[config.mk]
export PLATFORM = sky130hd
export DESIGN_NAME = station
export DESIGN_NICKNAME = d
export VERILOG_FILES = /design/src/station_pkg.sv /design/src/cfg_rd_if.sv /design/src/station.sv /design/src/adc_em.sv /design/src/prng.sv /design/src/cav_mode.sv /design/src/amp_chain.sv /design/src/cfg_arbiter.sv /design/src/cfg_regfile.sv
export SDC_FILE = /design/constraint.sdc
export NUM_CORES = 2
export LEC_CHECK = 0
export ABC_AREA = 1
export BUFFER_PORTS_ARGS = -buffer_cell sky130_fd_sc_hd__buf_2
export CORE_MARGIN = 8
export CORE_UTILIZATION = 52
export CTS_BUF_LIST = sky130_fd_sc_hd__clkbuf_4
export DETAILED_ROUTE_END_ITERATION = 8
export PLACE_DENSITY = 0.8
export SLEW_MARGIN = 20
export SYNTH_ARGS = -nofsm -noshare
export SYNTH_HDL_FRONTEND = slang
export SYNTH_SLANG_ARGS = --single-unit
export TNS_END_PERCENT = 5
[constraint.sdc]
create_clock -name clk -period 5.9 [get_ports clk]
set_input_delay 0.59 -clock clk [delete_from_list [all_inputs] [get_ports clk]]
set_output_delay 0.59 -clock clk [all_outputs]
set_load 0.1 [all_outputs]
[src/station_pkg.sv]
package station_pkg;

  // Sample path word types
  typedef logic signed [17:0] sample_t;
  typedef logic signed [15:0] adc_t;

  // Saturation limits for both word sizes
  localparam sample_t SAMPLE_MAX = 18'sh1ffff;
  localparam sample_t SAMPLE_MIN = 18'sh20000;
  localparam adc_t ADC_MAX = 16'sh7fff;
  localparam adc_t ADC_MIN = 16'sh8000;

  // Register file geometry
  localparam int CFG_AW = 4;
  localparam int CFG_DW = 18;
  localparam int CFG_DEPTH = 2 ** CFG_AW;

  // Register map
  localparam logic [CFG_AW-1:0] REG_AMP_LIMIT = 4'd0;
  localparam logic [CFG_AW-1:0] REG_AMP_BW = 4'd1;
  localparam logic [CFG_AW-1:0] REG_CAV_SHIFT = 4'd2;
  localparam logic [CFG_AW-1:0] REG_OFS_FIELD = 4'd3;
  localparam logic [CFG_AW-1:0] REG_OFS_FWD = 4'd4;
  localparam logic [CFG_AW-1:0] REG_OFS_RFL = 4'd5;
  localparam logic [CFG_AW-1:0] REG_PRNG_EN = 4'd6;
  localparam logic [CFG_AW-1:0] REG_PRNG_SEED = 4'd7;

  // Configuration read requesters, in arbiter port order
  localparam int N_REQ = 6;
  localparam int REQ_IW = 3;
  localparam int RQ_AMP = 0;
  localparam int RQ_CAV = 1;
  localparam int RQ_ADC_F = 2;
  localparam int RQ_ADC_W = 3;
  localparam int RQ_ADC_R = 4;
  localparam int RQ_PRNG = 5;

  // Galois LFSR feedback mask, taps 32 22 2 1
  localparam logic [31:0] LFSR_POLY = 32'h8020_0003;
  // Fixed upper LFSR bits keep a zero seed from locking the register
  localparam logic [13:0] LFSR_SEED_HI = 14'h0001;

  // Drive in to ADC code out, amp 2 + cavity 2 + ADC 1
  localparam int PIPE_LAT = 5;

endpackage
[src/cfg_rd_if.sv]
`timescale 1ns/1ns

interface cfg_rd_if;
  import station_pkg::*;

  // Request side
  logic req;
  logic [CFG_AW-1:0] addr;
  // Answer side, data one cycle after grant
  logic gnt;
  logic [CFG_DW-1:0] rdata;

  modport requester (
    output req, addr,
    input gnt, rdata
  );

  modport arbiter (
    input req, addr,
    output gnt, rdata
  );

endinterface

[src/station.sv]
`timescale 1ns/1ns

module station (
  input logic clk,
  input logic rst_n,
  input logic iq,
  input station_pkg::sample_t drive,
  input logic lb_write,
  input logic [station_pkg::CFG_AW-1:0] lb_addr,
  input logic [station_pkg::CFG_DW-1:0] lb_wdata,
  output logic [station_pkg::CFG_DW-1:0] lb_rdata,
  output station_pkg::adc_t a_field,
  output station_pkg::adc_t a_forward,
  output station_pkg::adc_t a_reflect,
  output logic iq_out
);
  import station_pkg::*;

  sample_t amp_out;
  sample_t field;
  sample_t forward;
  sample_t reflect;
  logic iq_amp;
  logic iq_cav;
  logic [31:0] rnd;

  // One read port per requester, one towards the register file
  cfg_rd_if rq [N_REQ] ();
  cfg_rd_if mem_port ();

  cfg_regfile regfile (
    .clk(clk), .rst_n(rst_n),
    .lb_write(lb_write), .lb_addr(lb_addr), .lb_wdata(lb_wdata), .lb_rdata(lb_rdata),
    .port(mem_port)
  );

  cfg_arbiter arb (
    .clk(clk), .rst_n(rst_n), .req_ports(rq), .mem(mem_port)
  );

  // Amplifier, clamp then low-pass
  amp_chain amp (
    .clk(clk), .rst_n(rst_n), .iq(iq), .drive(drive),
    .amp_out(amp_out), .iq_out(iq_amp), .cfg(rq[RQ_AMP])
  );

  // Cavity baseband model
  cav_mode cav (
    .clk(clk), .rst_n(rst_n), .iq(iq_amp), .amp_out(amp_out),
    .field(field), .forward(forward), .reflect(reflect),
    .iq_out(iq_cav), .cfg(rq[RQ_CAV])
  );

  // Shared dither source
  prng dither (
    .clk(clk), .rst_n(rst_n), .rnd(rnd), .cfg(rq[RQ_PRNG])
  );

  // Three converters, each on its own slice of the dither word
  adc_em #(.ofs_addr(REG_OFS_FIELD)) adc_field (
    .clk(clk), .rst_n(rst_n), .in(field), .rnd(rnd[1:0]),
    .adc(a_field), .cfg(rq[RQ_ADC_F])
  );

  adc_em #(.ofs_addr(REG_OFS_FWD)) adc_fwd (
    .clk(clk), .rst_n(rst_n), .in(forward), .rnd(rnd[3:2]),
    .adc(a_forward), .cfg(rq[RQ_ADC_W])
  );

  adc_em #(.ofs_addr(REG_OFS_RFL)) adc_rfl (
    .clk(clk), .rst_n(rst_n), .in(reflect), .rnd(rnd[5:4]),
    .adc(a_reflect), .cfg(rq[RQ_ADC_R])
  );

  // Flag follows the ADC register stage
  always_ff @(posedge clk or negedge rst_n) begin
    if (!rst_n) begin
      iq_out <= 1'b0;
    end else begin
      iq_out <= iq_cav;
    end
  end

endmodule

[src/adc_em.sv]
`timescale 1ns/1ns

module adc_em #(
  parameter logic [station_pkg::CFG_AW-1:0] ofs_addr = station_pkg::REG_OFS_FIELD
) (
  input logic clk,
  input logic rst_n,
  input station_pkg::sample_t in,
  input logic [1:0] rnd,
  output station_pkg::adc_t adc,
  cfg_rd_if.requester cfg
);
  import station_pkg::*;

  logic req_on;
  logic pend;
  logic signed [17:0] ofs;
  logic signed [19:0] sum;

  // Offset register, refetched continuously
  assign cfg.req = req_on & ~pend;
  assign cfg.addr = ofs_addr;

  always_ff @(posedge clk or negedge rst_n) begin
    if (!rst_n) begin
      req_on <= 1'b0;
      pend <= 1'b0;
      ofs <= '0;
    end else begin
      req_on <= 1'b1;
      pend <= cfg.gnt;
      if (pend) begin
        ofs <= cfg.rdata;
      end
    end
  end

  // Drop two LSBs, then offset plus 0..3 LSB of dither
  assign sum = {{4{in[17]}}, in[17:2]} + {{2{ofs[17]}}, ofs} + {18'd0, rnd};

  // Clip to the 16-bit converter range
  always_ff @(posedge clk or negedge rst_n) begin
    if (!rst_n) begin
      adc <= '0;
    end else if (sum > ADC_MAX) begin
      adc <= ADC_MAX;
    end else if (sum < ADC_MIN) begin
      adc <= ADC_MIN;
    end else begin
      adc <= sum[15:0];
    end
  end

endmodule

[src/prng.sv]
`timescale 1ns/1ns

module prng (
  input logic clk,
  input logic rst_n,
  output logic [31:0] rnd,
  cfg_rd_if.requester cfg
);
  import station_pkg::*;

  logic req_on;
  logic pend;
  logic sel;
  logic en;
  logic [17:0] seed;
  logic [31:0] lfsr;

  // Fetch loop over enable then seed
  assign cfg.req = req_on & ~pend;
  assign cfg.addr = sel ? REG_PRNG_SEED : REG_PRNG_EN;

  always_ff @(posedge clk or negedge rst_n) begin
    if (!rst_n) begin
      req_on <= 1'b0;
      pend <= 1'b0;
      sel <= 1'b0;
      en <= 1'b0;
      seed <= '0;
      lfsr <= {LFSR_SEED_HI, 18'd0};
    end else begin
      req_on <= 1'b1;
      pend <= cfg.gnt;
      if (pend) begin
        sel <= ~sel;
        if (sel) begin
          seed <= cfg.rdata;
        end else begin
          en <= cfg.rdata[0];
        end
      end
      // Idle reloads the seed, running steps the Galois shifter
      if (!en) begin
        lfsr <= {LFSR_SEED_HI, seed};
      end else begin
        lfsr <= (lfsr >> 1) ^ (lfsr[0] ? LFSR_POLY : 32'd0);
      end
    end
  end

  // No dither at all while disabled
  assign rnd = en ? lfsr : '0;

endmodule

[src/cav_mode.sv]
`timescale 1ns/1ns

module cav_mode (
  input logic clk,
  input logic rst_n,
  input logic iq,
  input station_pkg::sample_t amp_out,
  output station_pkg::sample_t field,
  output station_pkg::sample_t forward,
  output station_pkg::sample_t reflect,
  output logic iq_out,
  cfg_rd_if.requester cfg
);
  import station_pkg::*;

  logic req_on;
  logic pend;
  logic [3:0] shift;
  sample_t in_q;
  logic iq1;
  sample_t f_i;
  sample_t f_q;
  sample_t cur;
  sample_t nxt;
  logic signed [18:0] diff;
  logic signed [18:0] sum;
  logic signed [18:0] rdiff;
  sample_t rfl;

  // Single register, refetched continuously
  assign cfg.req = req_on & ~pend;
  assign cfg.addr = REG_CAV_SHIFT;

  always_ff @(posedge clk or negedge rst_n) begin
    if (!rst_n) begin
      req_on <= 1'b0;
      pend <= 1'b0;
      shift <= '0;
    end else begin
      req_on <= 1'b1;
      pend <= cfg.gnt;
      if (pend) begin
        shift <= cfg.rdata[3:0];
      end
    end
  end

  // First-order decay toward the drive, per channel
  assign cur = iq1 ? f_i : f_q;
  assign diff = {in_q[17], in_q} - {cur[17], cur};
  assign sum = $signed({cur[17], cur}) + (diff >>> shift);
  assign nxt = sum[17:0];

  // Reflected wave, forward minus field
  // Can exceed 18 bits on a full-scale swing
  assign rdiff = {in_q[17], in_q} - {nxt[17], nxt};
  always_comb begin
    if (rdiff[18] != rdiff[17]) begin
      rfl = rdiff[18] ? SAMPLE_MIN : SAMPLE_MAX;
    end else begin
      rfl = rdiff[17:0];
    end
  end

  always_ff @(posedge clk or negedge rst_n) begin
    if (!rst_n) begin
      in_q <= '0;
      iq1 <= 1'b0;
      f_i <= '0;
      f_q <= '0;
      field <= '0;
      forward <= '0;
      reflect <= '0;
      iq_out <= 1'b0;
    end else begin
      // Stage 1 input register
      in_q <= amp_out;
      iq1 <= iq;
      // Stage 2 state update and outputs
      if (iq1) begin
        f_i <= nxt;
      end else begin
        f_q <= nxt;
      end
      field <= nxt;
      // Forward is the drive lined up with its field
      forward <= in_q;
      reflect <= rfl;
      iq_out <= iq1;
    end
  end

endmodule

[src/amp_chain.sv]
`timescale 1ns/1ns

module amp_chain (
  input logic clk,
  input logic rst_n,
  input logic iq,
  input station_pkg::sample_t drive,
  output station_pkg::sample_t amp_out,
  output logic iq_out,
  cfg_rd_if.requester cfg
);
  import station_pkg::*;

  logic req_on;
  logic pend;
  logic sel;
  logic [16:0] limit_mag;
  logic [2:0] bw;
  sample_t lim;
  sample_t clamp_q;
  sample_t st_i;
  sample_t st_q;
  sample_t cur;
  sample_t nxt;
  logic iq1;
  logic signed [18:0] diff;
  logic signed [18:0] step;
  logic signed [18:0] sum;

  // Fetch loop over limit then bandwidth
  // Request drops for the data cycle, address moves after it
  assign cfg.req = req_on & ~pend;
  assign cfg.addr = sel ? REG_AMP_BW : REG_AMP_LIMIT;

  always_ff @(posedge clk or negedge rst_n) begin
    if (!rst_n) begin
      req_on <= 1'b0;
      pend <= 1'b0;
      sel <= 1'b0;
      limit_mag <= '0;
      bw <= '0;
    end else begin
      req_on <= 1'b1;
      pend <= cfg.gnt;
      if (pend) begin
        sel <= ~sel;
        if (sel) begin
          bw <= cfg.rdata[2:0];
        end else begin
          limit_mag <= cfg.rdata[16:0];
        end
      end
    end
  end

  // Limit is a magnitude, so keep it positive
  assign lim = sample_t'({1'b0, limit_mag});

  // Low-pass state of whichever channel is in stage 2
  assign cur = iq1 ? st_i : st_q;
  assign diff = {clamp_q[17], clamp_q} - {cur[17], cur};
  // Shift of zero passes the clamped sample straight through
  assign step = diff >>> bw;
  assign sum = {cur[17], cur} + step;
  // Result lies between cur and the input, so 18 bits hold it
  assign nxt = sum[17:0];

  always_ff @(posedge clk or negedge rst_n) begin
    if (!rst_n) begin
      clamp_q <= '0;
      iq1 <= 1'b0;
      st_i <= '0;
      st_q <= '0;
      amp_out <= '0;
      iq_out <= 1'b0;
    end else begin
      // Stage 1, clamp to +/- limit
      if (drive > lim) begin
        clamp_q <= lim;
      end else if (drive < -lim) begin
        clamp_q <= -lim;
      end else begin
        clamp_q <= drive;
      end
      iq1 <= iq;
      // Stage 2, one-pole update per channel
      if (iq1) begin
        st_i <= nxt;
      end else begin
        st_q <= nxt;
      end
      amp_out <= nxt;
      iq_out <= iq1;
    end
  end

endmodule

[src/cfg_arbiter.sv]
`timescale 1ns/1ns

module cfg_arbiter (
  input logic clk,
  input logic rst_n,
  cfg_rd_if.arbiter req_ports [station_pkg::N_REQ],
  cfg_rd_if.requester mem
);
  import station_pkg::*;

  logic [N_REQ-1:0] req_vec;
  logic [CFG_AW-1:0] addr_vec [N_REQ];
  logic [N_REQ-1:0] gnt_vec;
  logic [REQ_IW-1:0] last;
  logic [REQ_IW-1:0] win;
  logic [REQ_IW-1:0] rd_idx;
  logic rd_valid;

  // Flatten the interface array so the ports can be indexed at run time
  for (genvar g = 0; g < N_REQ; g++) begin : g_port
    assign req_vec[g] = req_ports[g].req;
    assign addr_vec[g] = req_ports[g].addr;
    assign req_ports[g].gnt = gnt_vec[g];
    // Data goes back only to the port granted last cycle
    assign req_ports[g].rdata = (rd_valid && rd_idx == REQ_IW'(g)) ? mem.rdata : '0;
  end

  // Search starts one past the last winner and wraps
  always_comb begin
    int cand;
    logic found;
    win = last;
    found = 1'b0;
    for (int k = 1; k <= N_REQ; k++) begin
      cand = int'(last) + k;
      if (cand >= N_REQ) begin
        cand = cand - N_REQ;
      end
      if (!found && req_vec[cand]) begin
        win = REQ_IW'(cand);
        found = 1'b1;
      end
    end
  end

  // Forward the winner onto the register file port
  assign mem.req = |req_vec;
  assign mem.addr = addr_vec[win];

  always_comb begin
    gnt_vec = '0;
    if (mem.gnt) begin
      gnt_vec[win] = 1'b1;
    end
  end

  // Remember who won, for rotation and for data return
  always_ff @(posedge clk or negedge rst_n) begin
    if (!rst_n) begin
      last <= REQ_IW'(N_REQ - 1);
      rd_idx <= '0;
      rd_valid <= 1'b0;
    end else begin
      rd_valid <= mem.gnt;
      if (mem.gnt) begin
        last <= win;
        rd_idx <= win;
      end
    end
  end

endmodule

[src/cfg_regfile.sv]
`timescale 1ns/1ns

module cfg_regfile (
  input logic clk,
  input logic rst_n,
  input logic lb_write,
  input logic [station_pkg::CFG_AW-1:0] lb_addr,
  input logic [station_pkg::CFG_DW-1:0] lb_wdata,
  output logic [station_pkg::CFG_DW-1:0] lb_rdata,
  cfg_rd_if.arbiter port
);
  import station_pkg::*;

  logic [CFG_DW-1:0] regs [CFG_DEPTH];

  // Host writes land on the clock edge
  // Host readback follows the address by one cycle
  always_ff @(posedge clk or negedge rst_n) begin
    if (!rst_n) begin
      for (int i = 0; i < CFG_DEPTH; i++) begin
        regs[i] <= '0;
      end
      lb_rdata <= '0;
    end else begin
      if (lb_write) begin
        regs[lb_addr] <= lb_wdata;
      end
      lb_rdata <= regs[lb_addr];
    end
  end

  // Single shared port is always ready
  assign port.gnt = port.req;

  // Registered shared read, valid the cycle after the grant
  always_ff @(posedge clk) begin
    port.rdata <= regs[port.addr];
  end

endmodule

Word level (Yosys, flattened, before mapping)
Index checks and enable logic that the tools add are counted.

word-level totals
  word-level logic and storage cells = 230
  output and inout port bits = 67
  input bits = 44
  register bits = 702

cells by class
  magnitude comparators = 26
  reduce and logical (&&, ||, !) cells = 24
  $add $sub $neg = 24
  multiplexer cells = 73
  equal/unequal tests = 6
  shift-type cells = 2
  bitwise logic cells = 18

operators with widths
  cell                   count
  $bwmux 288             1
  $mux 18                15
  $mux 32                8
  $ge 32x4->1 const B    6
  $lt 32x5->1 const B    6
  $sub 32x4->32 const B  6
  $bmux 18 s4            2
  $mux 16                6
  $demux 18 s4           1
  $add 20x2->20          3
  $gt 20x16->1 const B   3
  $lt 20x16->1 const B   3
  $add 16x18->19         3
  $sub 18x18->19         3
  $add 18x18->18         2
  $xor 31x32->32         1
  $mux 1                 20
  $sshr 19x3->18         1
  $sshr 19x4->18         1
  $bmux 1 s3             6
  $gt 18x18->1           1
  $lt 18x18->1           1
  $mux 3                 6
  $neg 17->18            1
  26 further kinds       67

Longest topological paths before layout
  word-level depth = 30
  mapped depth = 49
  mapped depth without buffers = 46

Cells and area by module
Synthesis repeated with hierarchy kept, for this count alone.

second synthesis, totals
  cell total of the unflattened synthesis = 6352
  area total of the unflattened synthesis = 45653.8 µm²

by module, submodules not included
  module                  cells an instance  area an instance (µm²)  instances  sequential area each (µm²)
  cfg_regfile             2753               18385.1                 1          8017.7
  cav_mode                956                7449.6                  1          2902.8
  amp_chain               1006               7355.8                  1          2427.3
  adc_em (adc_field ...)  322                2670.1                  2          900.9
  adc_em (adc_rfl)        322                2696.3                  1          900.9
  cfg_arbiter             427                2215.9                  1          152.6
  prng                    243                2185.8                  1          1352.5
  station                 1                  25.0                    1          25.0

Least setup slack after synthesis
Ideal clock, no wire load.

  path kind = register to register
  start point = register cav.iq1
  end point = register cav.reflect[14]
  required time = 5.835 ns
  stages on the path, launching flop included = 47
  slack = -0.362 ns
  clock period less this slack = 6.262 ns
  buffers on the path = 1
  setup time = 0.065 ns
  arrival = 6.197 ns
  cells stage by stage = dfrtp_1 inv_1 clkbuf_1 or2_2 o21ai_0 inv_1 fa_1 inv_1 nand2_1 o21ai_0 nand3_1 nand2_1 nand2_1 nand2_1 nand2_1 nand2_1 xor2_1 inv_1 [11 not listed] xor2_1 inv_1 ha_1 nand2_1 o21ai_0 a21oi_1 o21ai_0 nand3_1 nand2_1 nand2_1 nand3_1 nand2_1 o21ai_0 nand2_1 nand2_1 xor2_1 nand2_1 nand2_1

between the ends
  longest elaborated chain between the ends = 7
  elaborated cells on any way between the ends = 8
  those cells by class = 3 x add/sub; 1 x eq/ne; 1 x shift; 3 x mux

ends and longest elaborated chain
  what                                   line                            text
  start, declared                        cav_mode.sv:20                  logic iq1;
  start signal, assigned                 cav_mode.sv:78                  iq1 <= iq;
  $mux 18 (*)                            cav_mode.sv:49                  assign cur = iq1 ? f_i : f_q;
  $sub 18x18->19                         cav_mode.sv:50                  assign diff = {in_q[17], in_q} - {cur[17], cur};
  $sshr 19x4->18                         cav_mode.sv:51                  assign sum = $signed({cur[17], cur}) + (diff >>> shift);
  $add 18x18->18 (*)                     cav_mode.sv:51
  named net cav.sum[4]                   cav_mode.sv:26                  logic signed [18:0] sum;
  $sub 18x18->19 (*)                     cav_mode.sv:56                  assign rdiff = {in_q[17], in_q} - {nxt[17], nxt};
  $mux 18 or $ne 1x1->1 (tied branches)  cav_mode.sv:59, cav_mode.sv:58
  $mux 18 (*)                            cav_mode.sv:58                  if (rdiff[18] != rdiff[17]) begin
  named net cav.rfl[14]                  cav_mode.sv:28                  sample_t rfl;
  end signal, assigned                   cav_mode.sv:88                  reflect <= rfl;
  end, declared                          cav_mode.sv:10                  output station_pkg::sample_t reflect,

Mark *: on every way through the listed nets, which the timed path passes. The rest lies on a longest branch.
A chain may end at the register's enable or synchronous reset.

Final worst setup path
  start point = register cav.iq1
  end point = register cav.reflect[4]

Same word-level chain as after synthesis.

==> impl_metrics.py <==
metrics = {
    "worst_setup_path": {
        "critical_path.max_stage_delay_ps": 430,
        "crit_type": "reg -> reg",
        "setup.reg_to_reg.worst_slack_ps": -180,
        "critical_path.most_common_cell": "sky130_fd_sc_hd__nand3_1",
        "kind_of_capture_point_of_the_worst_setup_path": "flip-flop",
        "arrival_ps": 6960,
        "cp_max_fo": 8,
        "cp_data_required_time_ps": 6780,
        "worstSetupStartpointType": "flip-flop",
        "critPathSlowestCell": "sky130_fd_sc_hd__dfrtp_2",
    },
    "global_routing": {
        "met3_usage": 0.0546,
        "grt_use_total": 0.276,
        "wire_length_of_the_first_global_routing_pass_um": 194000,
        "grt_util_met1": 0.352,
        "global_route.peak_usage_layer": "met2",
        "grt.overflow.total": 0,
        "grt_pass1_vias": 37100,
        "grt_use_met2": 0.445,
        "grt_max_degree": 192,
        "antenna_violations_before_repair": 8,
    },
    "final_layout": {
        "fillers": 6844,
        "synthToLayoutAreaGrowth_pct": 15.4,
        "most-common-layout-cells": "sky130_fd_sc_hd__nand2_1, sky130_fd_sc_hd__dfrtp_1, sky130_fd_sc_hd__o21ai_0",
        "final_common_cell": "sky130_fd_sc_hd__nand2_1",
        "fraction_of_final_layout_cells_sized_beyond_drive_strength_1": 0.145,
        "fin_nets": 6023,
    },
    "routing": {
        "vias_after_detailed_routing": 38500,
        "dr.first_iter.drc_count": 3392,
        "avgRoutedWirePerCell_um": 17.5,
        "route.antenna.remaining_nets": 0,
        "drt_wl_total_um": 122000,
        "drc": 0,
        "drt_pass1_iterations": 9,
        "route.detailed.vias_per_inst": 5.53,
    },
    "place": {
        "placement.io_buffers": 110,
        "placer_s_final_routability_congestion_estimate": 0.981,
        "dp_hpwl_um": 84200,
        "place_worst_setup_slack_ps": -469,
    },
    "logic_synthesis": {
        "synth.area.top_cells": "sky130_fd_sc_hd__dfrtp_1, sky130_fd_sc_hd__nand2_1, sky130_fd_sc_hd__o21ai_0",
        "netlist-cell-type-count": 64,
        "synth_edf_count": 0,
        "synth_seq_area_share": 0.426,
        "synth_top_cell_by_area": "sky130_fd_sc_hd__dfrtp_1",
        "synthFlopType": "sky130_fd_sc_hd__dfrtp_1",
        "syn-num-nets": 5648,
        "syn_area_per_cell_um2": 7.53,
        "yosys_warnings": 0,
        "postSynthRegisterBits": 695,
        "synth.cell_area_um2": 40700,
        "synth_async_sr_flop_share": 0.974,
        "synth_top_area_share": 0.415,
        "post_synth_inst_count": 5403,
    },
    "run": {
        "max_cap_viol_count": 0,
    },
    "clocking": {
        "cts-htree-levels": 4,
        "clk_path_buf_depth": 3,
        "cts-buffers-inserted": 178,
        "tritoncts": "built",
        "clkTransAtPathRegs_ps": 70,
        "ctsRootBufferMaster": "sky130_fd_sc_hd__clkbuf_4",
        "worst_skew_pair_latency_ps": 1060,
        "clock_sinks": 695,
    },
    "timing": {
        "setup-violations-final": 15,
        "hold_vio_cnt_final": 0,
        "post_layout_min_period_ps": 6080,
        "maxClockFrequency_mhz": 165,
        "finalWorstSetupSlack_ps": -178,
        "rsz0062_at_grt": "yes",
        "number_of_pins_with_negative_max_slew_slack_in_the_final_report": 0,
        "fin_skew_ps": 91.1,
        "final_min_period_over_clock_period": 1.03,
        "worst_slew_pin_slew_ps": 1120,
        "holdWs_ps": 111,
        "max_slew_margin": 0.250,
    },
    "floorplanning": {
        "design.portCount": 111,
        "dieHeight_um": 296,
        "floorplan.initialDensity": 0.525,
        "fp.dieW_um": 296,
        "floorplan.die_area_um2": 87400,
        "core_um2": 77500,
        "core.rowCount": 102,
    },
    "run_status": {
        "violations": "setup timing",
        "status": "complete, but fails checks",
    },
    "hold_path": {
        "hold_path_class": "in -> reg",
    },
}
## worst paths after layout
check,start,end,cells past startpoint
max in group asynchronous,rst_n,regfile.lb_rdata[13]$_DFF_PN0_,4
worst min register to register,amp.amp_out[13]$_DFF_PN0_,cav.in_q[13]$_DFF_PN0_,0
worst max register to register,cav.iq1$_DFF_PN0_,cav.reflect[4]$_DFF_PN0_,42
worst max-delay path,cav.iq1$_DFF_PN0_,cav.reflect[4]$_DFF_PN0_,42
worst min-delay path,drive[3],amp.clamp_q[3]$_DFF_PN0_,5
min in group asynchronous,rst_n,adc_field.adc[14]$_DFF_PN0_,2
## critical path: cells and delay by family, from the launching register on
kind / cells / cell delay (ps)
XOR/XNOR: 1 / 240
AO/OA/AOI/OAI: 7 / 1110
adder cells (fa/ha/maj): 4 / 1100
buffers and inverters: 9 / 890
flip-flops: 1 / 430
AND/OR/NAND/NOR: 21 / 2160
## layout make-up
| type | count | area (um^2) | area share |
|---|---|---|---|
| Timing Repair Buffer | 401 | 2960 | 0.0631 |
| Multi-Input combinational cell | 3851 | 20600 | 0.438 |
| Clock buffer | 254 | 1910 | 0.0406 |
| Antenna cell | 6 | 15.0 | 0.000320 |
| Clock inverter | 55 | 423 | 0.00901 |
| Timing Repair inverter | 1 | 7.51 | 0.000160 |
| Inverter | 650 | 2440 | 0.0521 |
| Tap cell | 1040 | 1300 | 0.0277 |
| Sequential cell | 695 | 17300 | 0.369 |
## cell usage after synthesis, drive strengths merged (3+ instances only)
cell type / instances
xor2: 117
o21ai: 681
nand4: 65
a22oi: 36
clkbuf: 154
or2: 35
nor2: 235
dfrtp: 674
nand3b: 15
fa: 10
buf: 54
a21o: 15
a21boi: 5
a211oi: 4
o2111ai: 4
clkinv: 6
dfstp: 3
o21bai: 12
and2: 3
a31oi: 8
a21oi: 197
nand2: 1585
xnor2: 24
nand3: 436
ha: 191
nor3: 31
o31ai: 18
o211ai: 49
dfxtp: 18
nor4: 12
o22ai: 45
inv: 644
mux2i: 4
## layer usage
layer  vias to the layer above  share of wire
met2                      1660           0.45
met5                         -       0.000066
li1                      18500              -
met1                     17900           0.41
met4                         2          0.053
met3                       378          0.080
## metrics by stage
step | cell area [um^2] | instances | util | TNS [ps]
after floorplan | 40700 | 5403 | - | 0
after global placement | 43400 | 6562 | 0.560 | -4540
after detailed placement | 43400 | 6562 | 0.560 | -7070
after CTS | 46500 | 6936 | 0.601 | -841
after global routing | 46900 | 6952 | 0.606 | -9290
final | 46900 | 6953 | 0.606 | -2240
## sequential cells by signal, summed over array words and instances (netlist names), 17 cells and up
register and count:
dither.seed 18, amp.clamp_q 18, amp.amp_out 18, cav.f_i 18
amp.limit_mag 17, cav.in_q 18, adc_rfl.ofs 18, amp.st_i 18
adc_fwd.ofs 18, adc_field.ofs 18, regfile.lb_rdata 18, dither.lfsr 32
regfile.regs 288, regfile.port.rdata 18, amp.st_q 18, cav.f_q 18
## what timing repair did
| item | CTS | global route |
|---|---|---|
| gates cloned | 3 | 0 |
| hold buffers | 34 | 0 |
| hold endpoints to repair | 271 | 0 |
| gates resized for setup | 78 | 73 |
| buffers inserted | 28 | 10 |
| pin swaps | 44 | 60 |
| endpoints found under the setup margin | 16 | 25 |
## kinds of logic after synthesis
group	synth area share
other	0.0000922
DFF	0.426
AOI/OAI and AO/OA	0.147
adders and majority gates	0.0637
and+or+nand+nor	0.250
muxes	0.000985
xor gates and xnor gates	0.0307
buffers and inverters	0.0823
Power is not shown: default switching activity piles up to over one toggle a cycle in this logic, so the estimate is an artifact.
